===== src/source/fetch_pkg.sv =====
package fetch_pkg;

   //////////////////////////////////////////////////////////////////////
   // front end sizes
   //////////////////////////////////////////////////////////////////////

   // slots per fetch group
   localparam int group_width = 4;
   // branches allowed between fetch and commit
   localparam int max_branches = 2;

   // one 16-bit instruction word
   typedef logic [15:0] inst_t;

   // the all-zero word doubles as the nop
   localparam inst_t nop_inst = 16'h0000;

   // classes decoded from the top nibble
   typedef enum logic [1:0] {
      op_alu,
      op_branch,
      op_jump
   } op_e;

   // raw group from fetch, slot[0] is the oldest word
   typedef struct packed {
      logic [15:0]             pc;
      inst_t [group_width-1:0] slot;
   } fetch_group_t;

   // queue entry after filtering
   typedef struct packed {
      inst_t [group_width-1:0] slot;
      logic [group_width-1:0]  branch;
      logic [group_width-1:0]  taken;
   } filtered_group_t;

   // 1111 is a jump, 10xx with xx != 00 is a branch
   function automatic op_e classify(inst_t inst);
      op_e op;
      if (inst[15:12] == 4'hf) begin
         op = op_jump;
      end else if (inst[15:14] == 2'b10 && inst[13:12] != 2'b00) begin
         op = op_branch;
      end else begin
         op = op_alu;
      end
      return op;
   endfunction

   // low bits 00 mark an immediate jump
   function automatic logic is_imm_jump(inst_t inst);
      return (classify(inst) == op_jump) && (inst[1:0] == 2'b00);
   endfunction

   // 12-bit target field, zero-extended
   function automatic logic [15:0] target_of(inst_t inst);
      return {4'h0, inst[11:0]};
   endfunction

endpackage


===== src/source/branch_handler.sv =====
module branch_handler (
   input  logic                       clk,
   input  logic                       rst_n,
   input  fetch_pkg::fetch_group_t    group,
   input  logic [1:0]                 pred_taken,
   input  logic                       stall_for_jump,
   input  logic                       stall_fetch,
   input  logic                       decr_count,
   input  logic                       mispred_num,
   output fetch_pkg::filtered_group_t filtered,
   output logic                       push,
   output logic                       pcsel,
   output logic [15:0]                pc_next,
   output logic [15:0]                taken_target,
   output logic                       redirect,
   output logic                       update_bpred
);
   import fetch_pkg::*;

   op_e                    op [group_width];
   logic [1:0]             branch_count;
   logic                   hold;
   logic                   third;
   logic [15:0]            drop_pc;
   logic [group_width-1:0] live;
   logic [2:0]             incr;
   logic [2:0]             decr;
   logic [2:0]             count_sum;

   // slot classes
   always_comb begin
      for (int k = 0; k < group_width; k++) begin
         op[k] = classify(group.slot[k]);
      end
   end

   //////////////////////////////////////////////////////////////////////
   // nop filter
   //////////////////////////////////////////////////////////////////////

   // walk oldest to youngest, once cut every later slot is a nop
   // nop causes: stall, jump, predicted taken, branch over the limit
   always_comb begin : filter
      logic       cut;
      logic [2:0] seen;
      logic       nth;
      // stalls and the third-branch hold wipe the whole group
      cut          = stall_fetch || stall_for_jump || hold;
      // branches in flight plus those earlier in this group
      seen         = {1'b0, branch_count};
      // first or second branch of the group picks its prediction bit
      nth          = 1'b0;
      filtered     = '0;
      third        = 1'b0;
      redirect     = 1'b0;
      taken_target = '0;
      drop_pc      = group.pc;
      for (int k = 0; k < group_width; k++) begin
         if (!cut) begin
            if (op[k] == op_branch && seen >= max_branches) begin
               // over the limit, drop it and refetch from here
               third   = 1'b1;
               drop_pc = group.pc + 16'(k);
               cut     = 1'b1;
            end else begin
               filtered.slot[k] = group.slot[k];
               if (op[k] == op_branch) begin
                  filtered.branch[k] = 1'b1;
                  filtered.taken[k]  = pred_taken[nth];
                  if (pred_taken[nth]) begin
                     redirect     = 1'b1;
                     taken_target = target_of(group.slot[k]);
                     cut          = 1'b1;
                  end
                  seen = seen + 3'd1;
                  nth  = 1'b1;
               end else if (op[k] == op_jump) begin
                  // register jump waits in fetch, immediate goes now
                  cut = 1'b1;
                  if (is_imm_jump(group.slot[k])) begin
                     redirect     = 1'b1;
                     taken_target = target_of(group.slot[k]);
                  end
               end
            end
         end
      end
   end

   // live words left after filtering
   always_comb begin
      for (int k = 0; k < group_width; k++) begin
         live[k] = (filtered.slot[k] != nop_inst);
      end
   end

   assign push = (|live) && !stall_fetch;

   // refetch the dropped slot, or the same group on a stall
   assign pcsel   = stall_fetch || hold || third;
   assign pc_next = drop_pc;

   // kept branches are handed to the predictor
   assign update_bpred = push && (|filtered.branch);

   //////////////////////////////////////////////////////////////////////
   // branch counter and hold flag
   //////////////////////////////////////////////////////////////////////

   // branches entering the queue this cycle
   always_comb begin
      incr = '0;
      for (int k = 0; k < group_width; k++) begin
         incr = incr + 3'(filtered.branch[k]);
      end
      if (!push) begin
         incr = '0;
      end
   end

   // commit retires one, or two on a misprediction with a younger branch
   assign decr      = !decr_count ? 3'd0 : (mispred_num ? 3'd2 : 3'd1);
   assign count_sum = {1'b0, branch_count} + incr;

   always_ff @(posedge clk or negedge rst_n) begin
      if (!rst_n) begin
         branch_count <= '0;
      end else if (count_sum > decr) begin
         branch_count <= 2'(count_sum - decr);
      end else begin
         branch_count <= '0;
      end
   end

   // hold after a dropped branch until a slot frees up
   always_ff @(posedge clk or negedge rst_n) begin
      if (!rst_n) begin
         hold <= 1'b0;
      end else if (third) begin
         hold <= 1'b1;
      end else if (branch_count < max_branches) begin
         hold <= 1'b0;
      end
   end

endmodule


===== config.mk =====
export PLATFORM = sky130hd
export DESIGN_NAME = branch_handler
export DESIGN_NICKNAME = d
export VERILOG_FILES = /design/src/source/fetch_pkg.sv /design/src/source/branch_handler.sv
export SDC_FILE = /design/constraint.sdc
export NUM_CORES = 1
export LEC_CHECK = 0
export BUFFER_PORTS_ARGS = -buffer_cell sky130_fd_sc_hd__clkbuf_2
export CAP_MARGIN = 40
export CORE_MARGIN = 3
export CORE_UTILIZATION = 45
export CTS_BUF_LIST = sky130_fd_sc_hd__clkbuf_16
export DETAILED_ROUTE_END_ITERATION = 10
export PLACE_DENSITY = 0.89
export SKIP_CTS_REPAIR_TIMING = 1
export SLEW_MARGIN = 10
export SYNTH_ARGS = -nofsm -noshare
export SYNTH_HDL_FRONTEND = slang
export SYNTH_SLANG_ARGS = --single-unit

===== constraint.sdc =====
create_clock -name clk -period 7.8 [get_ports clk]
set_input_delay 1.17 -clock clk [delete_from_list [all_inputs] [get_ports clk]]
set_output_delay 1.17 -clock clk [all_outputs]
set_load 0.01 [all_outputs]

==> out/metrics.yaml <==
multi_input_area_mm2: 0.00227
max_stage_delay_ns: 0.57
clockRootBuffer: "clkbuf_16"
clkSinkCount: 3
synth_seq_cells: 3
synth_area_leaders: "and2_1, ha_1, nor4_1"
grt_max_degree: 20
synthMostInstantiatedCell: "and2_1"
worst_setup_path_start_kind: "primary input"
hold_violations: 0
grt_pass1_wl_um: 16900
min_period_over_period_pct: 79.6
synthToLayoutAreaGrowth_pct: 40.5
clk_latency_ns: 0.22
gp_congestion: 0.949
fillers: 494
drt_iter0_drc: 251
criticalPathCategory: "in -> reg"
nets: 662
drive_above_1_share_pct: 40.4
vias_per_cell: 6.05
io_buffers: 191
end_kind: "flop"
hp-class: "reg -> reg"
antenna_found_initial: 0
first_pass_iters: 7
cts_buffers: 3
rows: 26
register_area_um2: 75.1
final_area_mm2: 0.00357
grt_usage_pct: 32.7
slowest_stage: "fa_1"
dp_hpwl_um: 9490
coreArea_mm2: 0.00530
ys_async_sr_fraction_pct: 100
post_dp_cell_area_mm2: 0.00350
cpMostUsedCell: "ha_1"
clock_path_buffers: 2
synth_edf_count: 0
yosysWarnings: 0
die_width_um: 81.2
drcViolationCount: 0
critPathTopFamily: "adder cells"
yosys.area.top_type: "and2_1"
h-tree-depth: 1
status: "finished clean"
worstPathCellList: "clkbuf_2, or3_1, a31oi_1, buf_4, o221a_2, nand3_1, nor2_1, nand3_1, fa_1, inv_1, ha_1, ha_1, nand2_1, fa_1, inv_1, ha_1, a21oi_1, nand2_1, o211a_1"
syn-mean-instance-area_um2: 6.79
ant_nets: 0
leakage_nw: 1.89
grt-ovfl-total: 0
crit_buf_inv: 4
cts_tree: "built"
wire_per_inst_um: 17.6
finalClockSkew_ns: 0.00186
netlist_top_cells_count: "and2_1, nor2_1, nand2_1, inv_1, nor4_1"
num_vias: 3803
hp-start: "hold"
fin_util_pct: 67.4
netlist_area_mm2: 0.00254
initial_core_util_pct: 48.0
setup_viol: 0
synth_cell_type_count: 68
diodes: 0
grt_pass1_vias: 3556
max_freq_mhz: 161
io_pins: 196
vdd_ir_drop_max_v: 0.000249
die_h_um: 81.2
netlist_instances: 375
pwr_density_cell_mw_per_mm2: 78.0
worst-path-max-fanout: 19
critPathLaunch: "stall_for_jump"
cp.arrival_ns: 6.32
max-slew-margin-rel_pct: 42.2
slew_viol_final: 0
ys_seq_area_share_pct: 2.95
dieArea_mm2: 0.00659
path_clk_slew_ns: 0.03
synthFlopType: "dfrtp_1"
hold_ws_ns: 0.654
min_period_ns: 6.21
rsz0062_at_grt: "no"
routed_wl_um: 11100
netlist.area_leader.share_pct: 15.2
tightest_slew_ns: 0.866
r2r-start: "branch_count[0]"
drv_cap: 0
finalSetupTns_ns: 0
required_ns: 7.91
-- worst paths after layout --
| kind | cells after the start | slack, ns | to |
|---|---|---|---|
| max | 19 | 1.59 | branch_count[0] |
| min | 2 | 0.65 | hold |
| max reg2reg | 20 | 1.96 | branch_count[0] |
| min reg2reg | 2 | 0.65 | hold |
| max in group asynchronous | 1 | 6.95 | branch_count[0] |
| min in group asynchronous | 1 | 0.74 | branch_count[1] |
-- layer usage --
| layer | track usage, % | part of all wire, % |
|---|---|---|
| met1 | 36.6 | 36 |
| met2 | 59.4 | 52 |
| met3 | 4.66 | 8.1 |
| met4 | 16.6 | 4.3 |
| met5 | 0 | 0 |
-- power by group --
group          leakage (nW)  internal [mW]  switching [mW]  total, mW
Combinational          1.81         0.0725           0.104      0.176
Sequential           0.0411         0.0176         0.00439     0.0220
Clock                0.0423         0.0661          0.0142     0.0803
Total                  1.89          0.156           0.123      0.279
-- worst reg2reg max path: cells and delay by family, from the launching register on --
family          cells  cell delay [ns]
fa+ha+maj           6             2.15
compound gates      4             1.40
simple gates        6             1.26
flops               1             0.47
buf+inv             4             0.43
-- registers in the layout (all words and copies together) (netlist names) --
signal and count:
branch_count 2, hold 1
-- area by class of cell --
| cell class | instances | share of cell area [%] |
|---|---|---|
| multi-input combinational | 333 | 63.4 |
| timing repair buffer | 193 | 27.1 |
| inverter | 26 | 2.73 |
| tap | 70 | 2.45 |
| sequential | 3 | 2.10 |
| clock buffer | 3 | 2.10 |
| clock inverter | 1 | 0.105 |
-- cell families after synthesis --
group / after synthesis / synth area share, %
buffers and inverters: 42 / 8.41
DFF: 3 / 2.95
and+or+nand+nor: 206 / 45.9
other: 1 / 0.147
xor gates and xnor gates: 16 / 5.51
AOI/OAI and AO/OA: 91 / 28.7
muxes: 2 / 0.934
adders and majority gates: 14 / 7.47
-- cells in the final DEF (no fill, tap or decap), types with 7 or more instances in the layout --
master and count:
nor4_1 19, inv_1 25, o21ai_0 13, and2_1 62
nor3_1 13, xnor2_1 9, ha_1 12, nand3_1 13
clkbuf_2 191, nand2_1 27, nor2_1 29, a21oi_1 10
xor2_1 7, a222oi_1 10, nand4_1 9
-- through the flow --
stage,setup slack [ns],std cells,power (mW)
global route,1.21,629,0.301
detailed placement,1.40,625,0.196
CTS,1.62,629,0.277
finish,1.59,629,0.279
global placement,1.47,623,0.192
floorplan,2.48,378,0.121
No activity file was read; power rests on OpenSTA's default activity.
