### src/source/fetch_pkg.sv
package fetch_pkg;

   //////////////////////////////////////////////////////////////////////
   // front end sizes
   //////////////////////////////////////////////////////////////////////

   // slots per fetch group
   localparam int group_width = 4;
   // branches allowed between fetch and commit
   localparam int max_branches = 2;

   // one 16-bit instruction word
   typedef logic [15:0] inst_t;

   // the all-zero word doubles as the nop
   localparam inst_t nop_inst = 16'h0000;

   // classes decoded from the top nibble
   typedef enum logic [1:0] {
      op_alu,
      op_branch,
      op_jump
   } op_e;

   // raw group from fetch, slot[0] is the oldest word
   typedef struct packed {
      logic [15:0]             pc;
      inst_t [group_width-1:0] slot;
   } fetch_group_t;

   // queue entry after filtering
   typedef struct packed {
      inst_t [group_width-1:0] slot;
      logic [group_width-1:0]  branch;
      logic [group_width-1:0]  taken;
   } filtered_group_t;

   // 1111 is a jump, 10xx with xx != 00 is a branch
   function automatic op_e classify(inst_t inst);
      op_e op;
      if (inst[15:12] == 4'hf) begin
         op = op_jump;
      end else if (inst[15:14] == 2'b10 && inst[13:12] != 2'b00) begin
         op = op_branch;
      end else begin
         op = op_alu;
      end
      return op;
   endfunction

   // low bits 00 mark an immediate jump
   function automatic logic is_imm_jump(inst_t inst);
      return (classify(inst) == op_jump) && (inst[1:0] == 2'b00);
   endfunction

   // 12-bit target field, zero-extended
   function automatic logic [15:0] target_of(inst_t inst);
      return {4'h0, inst[11:0]};
   endfunction

endpackage

### src/source/branch_commit.sv
module branch_commit (
   input  logic                       clk,
   input  logic                       rst_n,
   input  fetch_pkg::filtered_group_t group,
   input  logic                       not_empty,
   input  logic                       resolve_taken,
   output logic                       pop,
   output logic                       retire_valid,
   output fetch_pkg::inst_t           retire_inst,
   output logic                       decr_count,
   output logic                       mispred_num,
   output logic                       mispredict
);
   import fetch_pkg::*;

   filtered_group_t        cur;
   logic [group_width-1:0] cur_live;
   logic [group_width-1:0] sel;
   logic [group_width-1:0] live_after;
   logic [group_width-1:0] load_live;
   inst_t                  sel_inst;
   logic                   sel_branch;
   logic                   sel_pred;
   logic                   retire_branch;
   logic                   retire_pred;
   logic                   retire_more;

   // oldest live slot, lowest index wins
   always_comb begin
      sel        = '0;
      sel_inst   = nop_inst;
      sel_branch = 1'b0;
      sel_pred   = 1'b0;
      for (int k = group_width - 1; k >= 0; k--) begin
         if (cur_live[k]) begin
            sel        = '0;
            sel[k]     = 1'b1;
            sel_inst   = cur.slot[k];
            sel_branch = cur.branch[k];
            sel_pred   = cur.taken[k];
         end
      end
   end

   assign live_after = cur_live & ~sel;

   // non-nop words of the incoming group
   always_comb begin
      for (int k = 0; k < group_width; k++) begin
         load_live[k] = (group.slot[k] != nop_inst);
      end
   end

   // take the next group as the last word of this one leaves
   assign pop = not_empty && (live_after == '0);

   //////////////////////////////////////////////////////////////////////
   // retire stage
   //////////////////////////////////////////////////////////////////////

   always_ff @(posedge clk or negedge rst_n) begin
      if (!rst_n) begin
         cur_live     <= '0;
         retire_valid <= 1'b0;
      end else begin
         retire_valid <= |cur_live;
         cur_live     <= pop ? load_live : live_after;
      end
   end

   always_ff @(posedge clk) begin
      if (pop) begin
         cur <= group;
      end
      retire_inst   <= sel_inst;
      retire_branch <= sel_branch;
      retire_pred   <= sel_pred;
      // younger branch still counted, here or in the group just popped
      retire_more   <= (|(cur.branch & live_after)) || (pop && (|group.branch));
   end

   // outcome arrives with the retiring branch
   assign decr_count  = retire_valid && retire_branch;
   assign mispredict  = decr_count && (resolve_taken != retire_pred);
   assign mispred_num = mispredict && retire_more;

endmodule

### config.mk
export PLATFORM = sky130hd
export DESIGN_NAME = branch_commit
export DESIGN_NICKNAME = d
export VERILOG_FILES = /design/src/source/fetch_pkg.sv /design/src/source/branch_commit.sv
export SDC_FILE = /design/constraint.sdc
export NUM_CORES = 1
export LEC_CHECK = 0
export BUFFER_PORTS_ARGS = -buffer_cell sky130_fd_sc_hd__buf_2
export CAP_MARGIN = 20
export CORE_ASPECT_RATIO = 0.8
export CORE_UTILIZATION = 49
export CTS_BUF_LIST = sky130_fd_sc_hd__clkbuf_8
export CTS_CLUSTER_SIZE = 25
export DETAILED_ROUTE_END_ITERATION = 8
export GPL_ROUTABILITY_DRIVEN = 0
export GPL_TIMING_DRIVEN = 1
export PLACE_DENSITY = 0.71
export RECOVER_POWER = 100
export SYNTH_ARGS = -nofsm -noshare
export SYNTH_HDL_FRONTEND = slang
export SYNTH_SLANG_ARGS = --single-unit
### constraint.sdc
create_clock -name clk -period 5.5 [get_ports clk]
set_input_delay 1.1 -clock clk [delete_from_list [all_inputs] [get_ports clk]]
set_output_delay 1.1 -clock clk [all_outputs]
set_load 0.01 [all_outputs]
==> impl_metrics.py <==
metrics = {
    "run_status": {
        "status": "complete, but fails checks",
        "violations": "max-capacitance violations, max-slew violations",
    },
    "routing": {
        "number_of_optimization_iterations_in_the_first_detailed_route_pass": 4,
        "ant_nets_after_route": 0,
        "drt-wirelength-per-cell_um": 17.5,
        "detail_route.vias_per_cell": 5.61,
        "vias": 2335,
        "initialDrtViolationCount": 138,
        "drc": 0,
        "detail_route.wirelength_um": 7280,
    },
    "logic_synthesis": {
        "synth.distinct_cells": 33,
        "syn-mean-instance-area_um2": 15.6,
        "muxShareOfSynthArea": 0,
        "synth_area_um2": 3580,
        "netlist_instances": 229,
        "synth-simple-area-share": 0.0990,
        "syn_nets": 305,
        "ys.warnings.count": 0,
        "adder_and_majority_cell_fraction_of_the_synthesized_area": 0,
        "ys_seq_area_frac": 0.746,
        "xor_xnor_fraction_of_synth_area": 0.00245,
        "combinational_family_with_the_most_area_after_synthesis": "compound AO/OA/AOI/OAI gates",
        "number_of_storage_elements_in_the_synthesis_netlist": 96,
        "synth_compound_gate_area_share": 0.110,
    },
    "clock_network": {
        "clock-root-buffer": "clkbuf_8",
        "max-clock-path-buffers": 2,
        "clk_sink_count": 96,
        "post_cts.resized_instances": 0,
        "insertion_delay_ns": 0.35,
        "cts-buffers-inserted": 9,
        "cts_setup_buffers": 0,
        "cts.clk_slew.worst_paths_ns": 0.08,
        "ctsHoldBuffers": 0,
        "tritoncts_clock_tree": "yes",
        "cts-htree-levels": 3,
    },
    "setup_path": {
        "arrival_ns": 2.23,
        "ff2ff_setup_slack_ns": 2.18,
        "startpoint_of_the_lowest_slack_register_to_register_path": "cur_live[2]",
        "path_class": "reg2out",
        "setup.worst_path.start": "cur_live[2]",
        "cp_data_required_time_ns": 4.40,
        "r2r-end": "cur[20]",
        "worst-path-max-fanout": 29,
        "setup_crit_end_kind": "output port",
        "timing.critical_path.to": "pop",
        "start_kind": "flop",
        "worst-r2r-cell-count": 4,
    },
    "placement": {
        "post-dp-hpwl_um": 5130,
        "portBuffers": 96,
    },
    "power": {
        "comb_power_share": 0.273,
        "power_w": 0.00226,
        "net-switching-power_w": 0.000736,
        "p_per_area_nw_per_um2": 543,
        "clockPowerShare": 0.199,
        "p_sw_frac": 0.326,
        "cellInternalPower_w": 0.00152,
        "p_leak_nw": 1.41,
        "share_seq_of_total_power": 0.528,
        "vdd_ir_drop_max_mv": 0.315,
    },
    "floorplan": {
        "fp.coreArea_um2": 6960,
        "number_of_cell_rows": 27,
        "i_o_pin_count": 97,
        "die_x_um": 97.5,
        "floorplan.die_area_um2": 7650,
        "floorplan.initialDensity": 0.514,
        "chipHeight_um": 78.4,
    },
    "global_routing": {
        "grt_max_degree": 74,
        "grt_overflow": 0,
        "global_route.usage.total": 0.194,
        "grt_pass1_vias": 2133,
        "global_route_wire_length_before_repair_um": 11000,
        "antenna_violations_before_repair": 0,
    },
    "timing": {
        "worst_slew_pin_slew_ns": 1.75,
        "setup_total_negative_slack_ns": 0,
        "final_max_slew_viol_count": 114,
        "final_period_minus_worst_setup_slack_ns": 3.33,
        "timing.clock.skew_ns": 0.00809,
        "max_slew_margin": -0.167,
        "setup_viol": 0,
        "rsz0062_at_grt": "no",
        "fmaxAchievable_ghz": 0.300,
        "final_hold_violating_endpoints": 0,
        "post-route-period-util": 0.606,
    },
    "min_path": {
        "worst_hold_startpoint": "cur[11]",
        "worst_hold_path_type": "reg2reg",
    },
    "cells_and_area": {
        "area_growth_syn_to_layout_pct": 16.2,
        "final_nets": 400,
        "antennaDiodeCount": 0,
        "filler_instances": 593,
        "drive_gt1_frac": 0.137,
    },
    "run": {
        "maxcap_violations": 2,
    },
}
## kinds of logic after synthesis
family	Yosys count
xor gates and xnor gates	1
and+or+nand+nor	63
DFF	96
buffers and inverters	18
AOI/OAI and AO/OA	51
## cell usage in the layout, fill, tap and decap left out, drive strengths merged
| master | n |
|---|---|
| a22o | 3 |
| clkinv | 2 |
| nor2b | 17 |
| dfrtp | 5 |
| and3 | 1 |
| o31ai | 18 |
| clkbuf | 79 |
| or4 | 1 |
| xor2 | 1 |
| nor2 | 2 |
| a211oi | 2 |
| nand2 | 18 |
| clkinvlp | 2 |
| a21oi | 3 |
| inv | 4 |
| bufinv | 1 |
| and2b | 1 |
| o221ai | 1 |
| dfxtp | 19 |
| edfxtp | 72 |
| o21ai | 6 |
| buf | 30 |
| a221oi | 17 |
| and2 | 2 |
| nand4 | 1 |
| nor4 | 17 |
| and4 | 3 |
| a32oi | 1 |
## layout make-up
type                       count  area (µm²)  area share
sequential                    96        2670       0.642
multi-input combinational    115         757       0.182
timing repair buffer          99         412      0.0991
clock buffer                  10         138      0.0331
tap                           87         109      0.0262
clock inverter                 6        61.3      0.0148
inverter                       3        11.3     0.00271
## state kept, by name (all words and copies together) (netlist names)
register and flops:
cur 72, cur_live 4, retire_branch 1, retire_inst 16, retire_more 1, retire_pred 1, retire_valid 1
## critical path: stages, from the launching register on
cell      delay (ns)
dfrtp_1         0.91
a211oi_1        0.16
o21ai_0         0.48
clkinv_1        0.18
clkbuf_1        0.17
## worst min path at each step
stage,end,depth (start not counted),slack (ns)
after global placement,retire_inst[10],2,0.43
after floorplan,retire_inst[14],2,0.42
after global routing,retire_inst[0],2,0.47
final,retire_inst[3],2,0.45
after detailed placement,retire_inst[3],2,0.43
after CTS,retire_inst[3],2,0.45
## per-layer routing
metal | up-vias | track usage | routed length, µm
li1 | 1098 | - | -
met1 | 1123 | 0.284 | 3390
met2 | 106 | 0.276 | 3140
met3 | 8 | 0.0695 | 686
met4 | 0 | 0.0441 | 59
met5 | - | 0 | 0
## cells in the mapped netlist
cell type	number	area [µm²]
edfxtp_1	72	2160
dfxtp_1	19	380
nand2_1	18	67.6
o31ai_1	18	135
nor2b_1	17	106
nor4_1	17	106
a221oi_1	16	140
dfrtp_1	5	125
o21ai_0	5	25.0
clkbuf_8	4	55.1
a21oi_1	3	15.0
a22o_1	3	26.3
and4_1	3	26.3
buf_2	3	15.0
inv_1	3	11.3
a211oi_1	2	15.0
and2_1	2	12.5
buf_6	2	22.5
clkbuf_1	2	7.51
nor2_1	2	7.51
a221oi_2	1	15.0
a32oi_1	1	8.76
and2b_1	1	7.51
and3_1	1	6.26
buf_12	1	20.0
buf_4	1	7.51
clkbuf_2	1	5.00
dlygate4sd1_1	1	8.76
nand4_1	1	6.26
o21ai_1	1	5.00
o221ai_1	1	8.76
or4_1	1	7.51
xor2_1	1	8.76
## power by group through the flow
stage	Sequential [W]	Combinational, W	Clock, W
after floorplan	0.00119	0.000488	0
after CTS	0.00118	0.000645	0.000461
after global placement	0.00119	0.000631	0
after detailed placement	0.00120	0.000643	0
after global routing	0.00121	0.000682	0.000491
final	0.00119	0.000616	0.000450
## stage by stage
stage	std cells	util	hold WS (ns)	area, µm²	worst slack [ns]
floorplan	229	-	0.418	3580	1.72
global placement	400	0.582	0.427	4050	2.77
detailed placement	400	0.582	0.431	4050	2.75
CTS	416	0.610	0.452	4250	2.41
global route	416	0.597	0.470	4160	1.86
finish	416	0.597	0.453	4160	2.17
Note: power is estimated with default switching activity, not from simulation.
