**config.mk**
```make
export PLATFORM = sky130hd
export DESIGN_NAME = decode_queue
export DESIGN_NICKNAME = d
export VERILOG_FILES = /design/src/source/fetch_pkg.sv /design/src/source/decode_queue.sv
export SDC_FILE = /design/constraint.sdc
export NUM_CORES = 1
export LEC_CHECK = 0
export ABC_CLOCK_PERIOD_IN_PS = 3100
export BUFFER_PORTS_ARGS = -buffer_cell sky130_fd_sc_hd__buf_2
export CORE_UTILIZATION = 41
export DETAILED_ROUTE_END_ITERATION = 8
export PLACE_DENSITY = 0.69
export SETUP_SLACK_MARGIN = 0.02
export SLEW_MARGIN = 15
export SYNTH_ARGS = -nofsm -noshare
export SYNTH_HDL_FRONTEND = slang
export SYNTH_SLANG_ARGS = --single-unit
export TNS_END_PERCENT = 10
```
**constraint.sdc**
```tcl
create_clock -name clk -period 3.1 [get_ports clk]
set_clock_uncertainty 0.1 [all_clocks]
set_input_delay 0.775 -clock clk [delete_from_list [all_inputs] [get_ports clk]]
set_output_delay 0.775 -clock clk [all_outputs]
set_load 0.02 [all_outputs]
```
**src/source/fetch_pkg.sv**
```systemverilog
package fetch_pkg;

   //////////////////////////////////////////////////////////////////////
   // front end sizes
   //////////////////////////////////////////////////////////////////////

   // slots per fetch group
   localparam int group_width = 4;
   // branches allowed between fetch and commit
   localparam int max_branches = 2;

   // one 16-bit instruction word
   typedef logic [15:0] inst_t;

   // the all-zero word doubles as the nop
   localparam inst_t nop_inst = 16'h0000;

   // classes decoded from the top nibble
   typedef enum logic [1:0] {
      op_alu,
      op_branch,
      op_jump
   } op_e;

   // raw group from fetch, slot[0] is the oldest word
   typedef struct packed {
      logic [15:0]             pc;
      inst_t [group_width-1:0] slot;
   } fetch_group_t;

   // queue entry after filtering
   typedef struct packed {
      inst_t [group_width-1:0] slot;
      logic [group_width-1:0]  branch;
      logic [group_width-1:0]  taken;
   } filtered_group_t;

   // 1111 is a jump, 10xx with xx != 00 is a branch
   function automatic op_e classify(inst_t inst);
      op_e op;
      if (inst[15:12] == 4'hf) begin
         op = op_jump;
      end else if (inst[15:14] == 2'b10 && inst[13:12] != 2'b00) begin
         op = op_branch;
      end else begin
         op = op_alu;
      end
      return op;
   endfunction

   // low bits 00 mark an immediate jump
   function automatic logic is_imm_jump(inst_t inst);
      return (classify(inst) == op_jump) && (inst[1:0] == 2'b00);
   endfunction

   // 12-bit target field, zero-extended
   function automatic logic [15:0] target_of(inst_t inst);
      return {4'h0, inst[11:0]};
   endfunction

endpackage

```
**src/source/decode_queue.sv**
```systemverilog
module decode_queue #(
   parameter int queue_depth = 4
) (
   input  logic                       clk,
   input  logic                       rst_n,
   input  logic                       push,
   input  fetch_pkg::filtered_group_t in_group,
   input  logic                       pop,
   output fetch_pkg::filtered_group_t out_group,
   output logic                       not_empty,
   output logic                       full
);
   import fetch_pkg::*;

   localparam int ptr_w = (queue_depth > 1) ? $clog2(queue_depth) : 1;
   localparam int cnt_w = $clog2(queue_depth + 1);

   filtered_group_t  entries [queue_depth];
   logic [ptr_w-1:0] wr_ptr;
   logic [ptr_w-1:0] rd_ptr;
   logic [cnt_w-1:0] count;
   logic             do_push;
   logic             do_pop;

   // pointer step with wrap at the depth
   function automatic logic [ptr_w-1:0] bump(logic [ptr_w-1:0] ptr);
      return (ptr == ptr_w'(queue_depth - 1)) ? '0 : ptr + 1'b1;
   endfunction

   // writes into a full queue are dropped
   assign do_push = push && !full;
   assign do_pop  = pop && not_empty;

   assign not_empty = (count != '0);
   assign full      = (count == cnt_w'(queue_depth));

   // head entry, visible the cycle after its push
   assign out_group = entries[rd_ptr];

   // storage
   always_ff @(posedge clk) begin
      if (do_push) begin
         entries[wr_ptr] <= in_group;
      end
   end

   //////////////////////////////////////////////////////////////////////
   // pointers and occupancy
   //////////////////////////////////////////////////////////////////////

   always_ff @(posedge clk or negedge rst_n) begin
      if (!rst_n) begin
         wr_ptr <= '0;
         rd_ptr <= '0;
         count  <= '0;
      end else begin
         if (do_push) begin
            wr_ptr <= bump(wr_ptr);
         end
         if (do_pop) begin
            rd_ptr <= bump(rd_ptr);
         end
         // simultaneous push and pop leaves the count alone
         case ({do_push, do_pop})
            2'b10:   count <= count + 1'b1;
            2'b01:   count <= count - 1'b1;
            default: count <= count;
         endcase
      end
   end

endmodule

```
==> results.ini, run 1 <==
[outcome]
status = finished clean

[placement]
dpl_cell_area_mm2 = 0.0121
hpwl_mm = 12.3
place_congestion = 0.679
port_buffers = 149

[drt]
drt_wl_total_mm = 19.3
first_pass_iters = 4
drtIter0Drc = 286
wl_per_cell_um = 20.3
vias_per_cell = 5.07
ant_nets = 0
dr_total_vias = 4840
drc = 0

[die]
die_h_um = 165
die_width_um = 165
fp.dieArea_mm2 = 0.0271
num_rows = 59
start_util_pct = 41.7
core_area_mm2 = 0.0260
num_io_pins = 150

[clock_network]
htreeDepth = 1
cts.sinks = 295
clockBufferDepth = 3
tritoncts = built
clock_latency_ns = 0.53
numCtsBuffers = 30
cts_setup_buffers = 0
cts-root-buf = clkbuf_16
ctsResizeCount = 0
path_clk_slew_ns = 0.06
ctsHoldBuffers = 1

[yosys]
synth-compound-area-share_pct = 0
synth.most_common_cell = edfxtp_1
synth_top_family_by_area = multiplexers
syn-num-nets = 499
yosysSeqAreaShare_pct = 81.3
synth_mux_area_share_pct = 15.5
yosysWarningCount = 0
synthAdderAreaFrac_pct = 0.877
async_flop_share_pct = 2.37
synth_top_cell_area_share_pct = 79.7
synth_ff_type = edfxtp_1
yosysTopAreaCell = edfxtp_1
synth_area_leaders = edfxtp_1 (80%), mux4_2 (15%), dfrtp_1 (1.6%)
synth_edf_count = 288
avgSynthCellArea_um2 = 26.1
ys_top_cells_by_count = edfxtp_1 (288), mux4_2 (72), buf_2 (8)
ys_types = 19
ys_seq_elements = 295
synth-xor-area-share_pct = 0.242
synth_simple_gate_area_share_pct = 0.669
syn_area_mm2 = 0.0108
netlist_instances = 416

[timing]
period_needed_ns = 2.99
setup_violations = 0
worstMarginPinSlew_ns = 0.465
hold_slack_ns = 0.346
rsz0062_at_grt = false
maxSlewViolCount = 0
fmax_mhz = 335
finalHoldViolations = 0
slew_headroom_pct = 69.0
period_share_pct = 96.3

[critical_path]
crit_required_ns = 2.22
criticalPathCategory = reg -> out
crit_path_max_fanout = 22
start_kind = flop
worst-endpoint-arrival_ns = 2.11
endpoint_kind = output pin

[final_layout]
final_area_mm2 = 0.0131
seq_area_mm2 = 0.00883
layout.nets = 679
fill_cells = 2066
drive_above_1_share_pct = 47.0
area_delta_synth_final_pct = 20.8
multi_input_area_mm2 = 0.00188
n_antenna_cell = 0

[job]
cap_violations = 0

[pwr]
ir_drop_mv = 0.648
leakage_nw = 4.50
powerDensity_mw_per_mm2 = 995

[min_path]
hold_path_class = in -> reg

[global_route]
grt_start_max_net_pins = 44
gr-total-overflow = 0
antenna_found_initial = 1
grt_util_all_layers_pct = 14.6
grt_pass1_wl_mm = 29.6
grt_pass1_vias = 5320

[through the flow]
stage / power (W) / worst slack, ns / cells / utilization [%] / TNS [ns]
after floorplan: 0.00845 / -0.160 / 416 / - / -34.55
final: 0.0130 / 0.115 / 954 / 50.4 / 0
after detailed placement: 0.00986 / 0.644 / 898 / 46.7 / 0
after global placement: 0.00974 / 0.672 / 898 / 46.7 / 0
after global routing: 0.0137 / 0.0217 / 954 / 50.4 / 0
after CTS: 0.0133 / 0.0656 / 954 / 50.4 / 0
[final cells by class]
cell class                 count  area share (%)
timing repair buffer         164            7.62
tap                          335            3.20
multi-input combinational     98            14.4
sequential                   295            67.4
inverter                       7           0.201
clock buffer                  39            6.23
clock inverter                16           0.974
[cells in the final DEF, fill, tap and decap left out]
cell / count
bufinv_16: 2
or3_4: 1
dlygate4sd3_1: 1
clkinv_4: 1
xor2_1: 2
inv_1: 7
xnor2_1: 1
buf_12: 11
nor3b_2: 1
mux2i_1: 1
edfxtp_1: 288
buf_2: 149
ha_1: 6
and2_4: 4
dfrtp_1: 5
buf_4: 3
mux4_2: 72
nor2b_2: 1
clkinv_1: 5
clkbuf_1: 7
clkinv_2: 8
clkbuf_8: 1
dfrtp_4: 2
clkbuf_16: 31
fa_1: 1
nor2_1: 3
mux2_2: 4
nand2_1: 1
[sequential cells by signal (all words and copies together) (netlist names)]
| signal | cells |
|---|---|
| rd_ptr | 2 |
| count | 3 |
| entries | 288 |
| wr_ptr | 2 |
[metal layers]
metal  global-route usage (%)  wire (µm)  part of all wire (%)
met2                     25.9      10300                    53
met1                     17.9       7510                    39
met3                     3.49       1270                   6.5
met4                     3.42        307                   1.6
met5                        0          0                     0
[power breakdown]
part | leakage (nW) | total, W | internal [W] | switching (W)
logic | 1.31 | 0.00412 | 0.00175 | 0.00237
clock network | 0.469 | 0.00338 | 0.00201 | 0.00138
registers | 2.72 | 0.00553 | 0.00527 | 0.000255
total | 4.50 | 0.0130 | 0.00903 | 0.00400
[cells by family after synthesis]
logic type,Yosys count
muxes,77
buffers and inverters,23
DFF,295
adders and majority gates,7
and+or+nand+nor,11
xor gates and xnor gates,3
[critical path: stages, from the launching register on]
cell     delay [ns]
dfrtp_4        0.64
buf_4          0.36
mux4_2         0.37
buf_2          0.18
[worst paths after layout]
| check | startpoint | slack (ns) | cells past startpoint | endpoint |
|---|---|---|---|---|
| worst max-delay path | rd_ptr[1] | 0.11 | 3 | out_group[71] |
| worst min-delay path | in_group[23] | 0.35 | 1 | entries[0][23] |
| worst max register to register | count[0] | 0.93 | 9 | count[2] |
| worst min register to register | count[2] | 0.43 | 1 | count[2] |
| max in group asynchronous | rst_n | 2.22 | 2 | rd_ptr[1] |
| min in group asynchronous | rst_n | 0.50 | 2 | wr_ptr[0] |
Note: power is estimated with default switching activity, not from simulation.
==> run 2, diff against run 1 <==
CORE_UTILIZATION = 51   (was 41)
PLACE_DENSITY = 0.81   (was 0.69)
==> results.ini, run 2 (synthesis results as in run 1) <==
[outcome]
status = finished clean

[final_layout]
largest_reg_flops = 288  ; unchanged
area_delta_synth_final_pct = 19.7
top_register = entries
layout.nets = 683  ; +0.59%
reg_top3 = entries x288, count x3
final_cell_mix = edfxtp_1 (288), buf_2 (149), mux4_2 (72), clkbuf_16 (29), buf_4 (10)
drive_above_1_share_pct = 47.1  ; +0.085 points
final_common_cell = edfxtp_1

[placement]
place_congestion = 0.705  ; +3.8%
hpwl_mm = 11.7  ; -4.5%
preCtsSetupSlack_ns = 0.456  ; -0.189 ns
port_buffers = 149  ; unchanged

[pwr]
swShare_pct = 30.8  ; +0.12 points
switchingPower_w = 0.00402  ; +0.49%
comb_power_share_pct = 31.9  ; +0.3 points
ir_drop_mv = 0.709  ; +9.4%
p_seq_share_pct = 42.7  ; +0.3 points
powerDensity_mw_per_mm2 = 1000  ; +0.98%
internal_power_w = 0.00903  ; about the same
power_frac_clock_pct = 25.4  ; -0.6 points
power_w = 0.0130  ; +0.10%
leakage_nw = 4.48  ; -0.29%

[timing]
maxSlewViolCount = 0  ; unchanged
setup_violations = 0  ; unchanged
rsz0062_at_grt = false
period_share_pct = 95.1  ; -1.2 points
layout_setup_ws_ns = 0.152  ; +0.0366 ns
period_needed_ns = 2.95  ; -0.0366 ns
worstMarginPinSlew_ns = 0.402  ; -0.0636 ns
slew_headroom_pct = 73.2  ; +4.2 points
finalHoldViolations = 0  ; unchanged
fmax_mhz = 339  ; +1.2%

[clock_network]
cts.sinks = 295  ; unchanged
clock_latency_ns = 0.52  ; about the same
cts-root-buf = clkbuf_16
clockBufferDepth = 3  ; unchanged
path_clk_slew_ns = 0.06  ; about the same
ctsResizeCount = 0  ; unchanged
htreeDepth = 1  ; unchanged
numCtsBuffers = 29  ; -3.3%
tritoncts = built

[critical_path]
crit_required_ns = 2.22  ; about the same
crit-reg2reg-launch = count[0]
ff2ff_setup_slack_ns = 0.93  ; about the same
endpoint_kind = output pin
crit_path_start = rd_ptr[0]
worst-endpoint-arrival_ns = 2.07  ; -0.04 ns
crit_buf_inv = 2  ; unchanged
crit_family = flip-flops
start_kind = flop
crit_path_max_fanout = 19  ; -14%
criticalPathCategory = reg -> out
slowest_delay_ns = 0.56  ; -0.08 ns
path_cells = buf_12, mux4_2, buf_2
critical_path.slowest_cell = dfrtp_4

[drt]
drc = 0  ; unchanged
wl_per_cell_um = 21.9  ; +7.9%
first_pass_iters = 4  ; unchanged
vias_per_cell = 5.56  ; +9.6%
dr_total_vias = 4953  ; +2.3%
drt_wl_total_mm = 19.5  ; +0.77%
ant_nets = 0  ; unchanged
drtIter0Drc = 315  ; +10%

[die]
num_rows = 52  ; -12%
num_io_pins = 150  ; unchanged
core_area_mm2 = 0.0206  ; -21%
die_h_um = 148  ; -10%
fp.dieArea_mm2 = 0.0219  ; -19%
die_width_um = 148  ; -10%
start_util_pct = 52.8  ; +11 points

[job]
cap_violations = 0  ; unchanged

[global_route]
grt_pass1_wl_mm = 30.3  ; +2.2%
grt_start_max_net_pins = 58  ; +32%
grt_util_all_layers_pct = 18.6  ; +4.0 points
antenna_found_initial = 2  ; +1
grt_pass1_vias = 5422  ; +1.9%
gr-total-overflow = 0  ; unchanged

[min_path]
hold_path_class = in -> reg
worstHoldStart = in_group[53]

[run 2: cell types whose count changed in the layout (fill, tap and decap cells not counted)]
cell,previous run,this run
clkinv_2,8,4
inv_6,0,1
clkbuf_16,31,29
clkbuf_1,7,4
clkinv_1,5,8
clkbuf_8,1,0
diode_2,0,1
buf_8,0,2
bufinv_16,2,3
buf_12,11,7
clkinvlp_4,0,1
buf_4,3,10
[run 2: layout make-up]
| type | count | area (µm²) |
|---|---|---|
| Sequential cell | 295 | 8830 |
| Fill cell | 1421 | 7570 |
| Multi-Input combinational cell | 98 | 1880 |
| Timing Repair Buffer | 169 | 1000 |
| Clock buffer | 33 | 741 |
| Tap cell | 270 | 338 |
| Clock inverter | 18 | 165 |
| Inverter | 7 | 26.3 |
| Antenna cell | 1 | 2.50 |
[run 2: per-stage QoR]
stage	hold WS (ns)	cells	utilization (%)	area, µm²	setup TNS [ns]
2_1_floorplan	0.354	416	-	10800	-34.55
3_3_place_gp	0.368	831	58.4	12000	0
3_5_place_dp	0.390	831	58.4	12000	0
4_1_cts	0.333	885	63.0	12900	0
5_1_grt	0.337	890	63.1	13000	0
6_report	0.359	891	63.2	13000	0
[run 2: power by group through the flow]
stage	Clock, W	Combinational (W)	Sequential [W]
finish	0.00331	0.00416	0.00557
floorplan	0	0.00294	0.00551
detailed placement	0	0.00405	0.00575
global route	0.00352	0.00447	0.00564
global placement	0	0.00397	0.00568
CTS	0.00338	0.00420	0.00560
[run 2: timing repair]
action / CTS / global route
endpoints found under the setup margin: 56 / 17
endpoints found under the hold margin: 7 / 0
hold buffers: 1 / 0
buffers inserted: 2 / 5
[run 2: path summary, 6_finish.rpt]
kind,end,depth (start not counted)
min in group asynchronous,rd_ptr[1],2
worst max register to register,count[2],9
worst max-delay path,out_group[0],3
max in group asynchronous,rd_ptr[0],2
worst min-delay path,entries[3][53],1
worst min register to register,count[2],1
[run 2: per-layer routing]
layer | GRT usage [%] | routed length, µm | vias up
met4 | 4.07 | 251 | 2
met1 | 23.3 | 7610 | 2600
li1 | - | - | 2150
met2 | 33.4 | 10300 | 174
met3 | 3.95 | 1290 | 27
met5 | 0 | 13 | -
==> run 3, diff against run 2 <==
ABC_AREA = 1   (was default)
CORE_UTILIZATION = 45   (was 51)
PLACE_DENSITY = 0.67   (was 0.81)
==> results.ini, run 3 <==
[final_layout]
area_delta_synth_final_pct = 18.4
layout.nets = 1132  ; +66%
final_area_mm2 = 0.0139  ; +7.4%
largest_reg_flops = 288  ; unchanged
top_register = entries
final_common_cell = edfxtp_1
drive_above_1_share_pct = 19.6  ; -27 points
final_cell_mix = edfxtp_1 (288), nand2_1 (231), inv_1 (158), buf_2 (149), o211ai_1 (144)
reg_top3 = entries x288, count x3

[global_route]
gr-total-overflow = 0  ; unchanged
grt_util_all_layers_pct = 16.3  ; -2.3 points
grt_pass1_wl_mm = 33.7  ; +11%
antenna_found_initial = 2  ; unchanged
grt_start_max_net_pins = 125  ; +120%
grt_pass1_vias = 6587  ; +21%

[pwr]
power_w = 0.0138  ; +5.8%
leakage_nw = 5.54  ; +24%
powerDensity_mw_per_mm2 = 989  ; -1.6%
ir_drop_mv = 0.616  ; -13%

[yosys]
avgSynthCellArea_um2 = 13.1  ; -50%
syn_area_mm2 = 0.0118  ; +8.6%
yosysSeqAreaShare_pct = 74.9  ; -6.4 points
yosysTopAreaCell = edfxtp_1
yosysWarningCount = 0  ; unchanged
synth.most_common_cell = edfxtp_1
ys_top_cells_by_count = edfxtp_1 (288), nand2_1 (231), inv_1 (158)
netlist_instances = 899  ; +120%
ys_seq_elements = 295  ; unchanged
synth_ff_type = edfxtp_1
ys_types = 17  ; -2
synth_top_cell_area_share_pct = 73.4  ; -6.3 points
synth_area_leaders = edfxtp_1 (73%), o211ai_1 (9.2%), nand2_1 (7.4%)
synth_edf_count = 288  ; unchanged
syn-num-nets = 982  ; +97%
async_flop_share_pct = 2.37  ; unchanged

[critical_path]
critical_path.slowest_cell = dfrtp_4
crit_path_max_fanout = 24  ; +5
criticalPathCategory = reg -> out
worst-endpoint-arrival_ns = 2.02  ; -0.05 ns
crit_buf_inv = 3  ; +1
slowest_delay_ns = 0.62  ; +0.06 ns
crit_family = flip-flops
crit_required_ns = 2.22  ; about the same
start_kind = flop
endpoint_kind = output pin
path_cells = inv_2, buf_4, o211ai_1, nand2_1, buf_2

[drt]
dr_total_vias = 6822  ; +38%
first_pass_iters = 4  ; unchanged
drt_wl_total_mm = 21.4  ; +10%
drc = 0  ; unchanged
drtIter0Drc = 417  ; +32%
wl_per_cell_um = 15.3  ; -30%
vias_per_cell = 4.86  ; -13%
ant_nets = 0  ; unchanged

[timing]
period_share_pct = 93.4  ; -1.7 points
layout_setup_ws_ns = 0.203  ; +0.0519 ns
setup_violations = 0  ; unchanged
maxSlewViolCount = 0  ; unchanged
fmax_mhz = 345  ; +1.8%
finalHoldViolations = 0  ; unchanged
slew_headroom_pct = 65.9  ; -7.3 points
rsz0062_at_grt = false
worstMarginPinSlew_ns = 0.511  ; +0.109 ns
hold_slack_ns = 0.347  ; -0.0113 ns
period_needed_ns = 2.90  ; -0.0519 ns

[die]
fp.dieArea_mm2 = 0.0268  ; +23%
num_io_pins = 150  ; unchanged
core_area_mm2 = 0.0254  ; +24%
die_h_um = 164  ; +11%
die_width_um = 164  ; +11%
num_rows = 58  ; +12%
start_util_pct = 46.4  ; -6.4 points

[clock_network]
numCtsBuffers = 31  ; +6.9%
cts.sinks = 295  ; unchanged
htreeDepth = 1  ; unchanged
clockBufferDepth = 3  ; unchanged
ctsResizeCount = 0  ; unchanged
path_clk_slew_ns = 0.06  ; about the same
tritoncts = built
cts_setup_buffers = 0  ; -2
clock_latency_ns = 0.54  ; +0.02 ns
cts-root-buf = clkbuf_16

[placement]
preCtsSetupSlack_ns = 0.675  ; +0.219 ns
place_congestion = 0.745  ; +5.7%
dpl_cell_area_mm2 = 0.0130  ; +8.0%
hpwl_mm = 12.1  ; +2.9%
port_buffers = 149  ; unchanged

[job]
cap_violations = 0  ; unchanged

[min_path]
hold_path_class = in -> reg

[outcome]
status = finished clean

[run 3: changes by cell type after synthesis, moves of 6 or more]
cell	change
buf_6	-6
clkbuf_1	+7
nand3_1	+7
buf_2	+30
nand2_1	+230
mux4_2	-72
o211ai_1	+144
inv_1	+151
[run 3: final cells by class]
| type | count | area (µm²) |
|---|---|---|
| well taps | 330 | 413 |
| clock buffers | 37 | 798 |
| inverters | 159 | 597 |
| clock inverters | 17 | 178 |
| repair buffers | 164 | 973 |
| multi-input cells | 398 | 2150 |
| diodes | 3 | 7.51 |
| flip-flops and latches | 295 | 8830 |
| fillers | 2098 | 11500 |
[run 3: repair_timing]
item                       4_1_cts  5_1_grt
hold buffers                     1        0
hold endpoints to repair         7        0
setup endpoints to repair        0        0
[run 3: metrics by stage]
stage | TNS, ns | std cells | util, %
2_1_floorplan | -77.97 | 899 | -
3_3_place_gp | 0 | 1345 | 51.0
3_5_place_dp | 0 | 1345 | 51.0
4_1_cts | 0 | 1400 | 54.9
5_1_grt | 0 | 1400 | 54.9
6_report | 0 | 1403 | 54.9
[run 3: logic make-up (layout without fill, tap and decap cells)]
family / after synthesis / after routing / synth area share [%]
flops: 295 / 295 / 74.9
simple gates: 245 / 245 / 7.90
buf+inv: 206 / 377 / 7.07
compound gates: 145 / 145 / 9.22
fa+ha+maj: 7 / 7 / 0.807
xor+xnor: 1 / 1 / 0.0744
other cells: 0 / 3 / 0
[run 3: final timing paths]
check                      slack [ns]  cells after the start          from             end
setup / recovery                 0.20                      5     rd_ptr[1]   out_group[54]
hold / removal                   0.35                      1  in_group[20]  entries[2][20]
setup reg to reg                 0.88                     10      count[0]        count[2]
hold reg to reg                  0.37                      1      count[0]        count[0]
max in group asynchronous        2.23                      2         rst_n       rd_ptr[0]
min in group asynchronous        0.49                      2         rst_n       wr_ptr[1]
[run 3: worst register-to-register path, cell delays in order (launching register included)]
cell and delay, ns:
dfrtp_1 0.39, inv_1 0.12, nand3_1 0.16, nand2_1 0.38, ha_1 0.25, inv_1 0.07, fa_1 0.38, nand2_1 0.10
nand3_1 0.08, nand2_1 0.06, nand2_1 0.04
[run 3: per-layer routing]
layer / share of wire [%] / vias up / track usage (%) / routed length (µm)
li1: - / 3426 / - / -
met1: 42 / 3202 / 20.0 / 8910
met2: 50 / 156 / 28.5 / 10700
met3: 6.1 / 38 / 3.89 / 1300
met4: 2.2 / 0 / 4.55 / 482
met5: 0 / - / 0 / 0
[run 3: power breakdown]
part	internal (W)	switching [W]	leakage, nW
Sequential	0.00524	0.000230	2.72
Clock	0.00214	0.00138	0.474
Combinational	0.00150	0.00331	2.35
Total	0.00888	0.00492	5.54
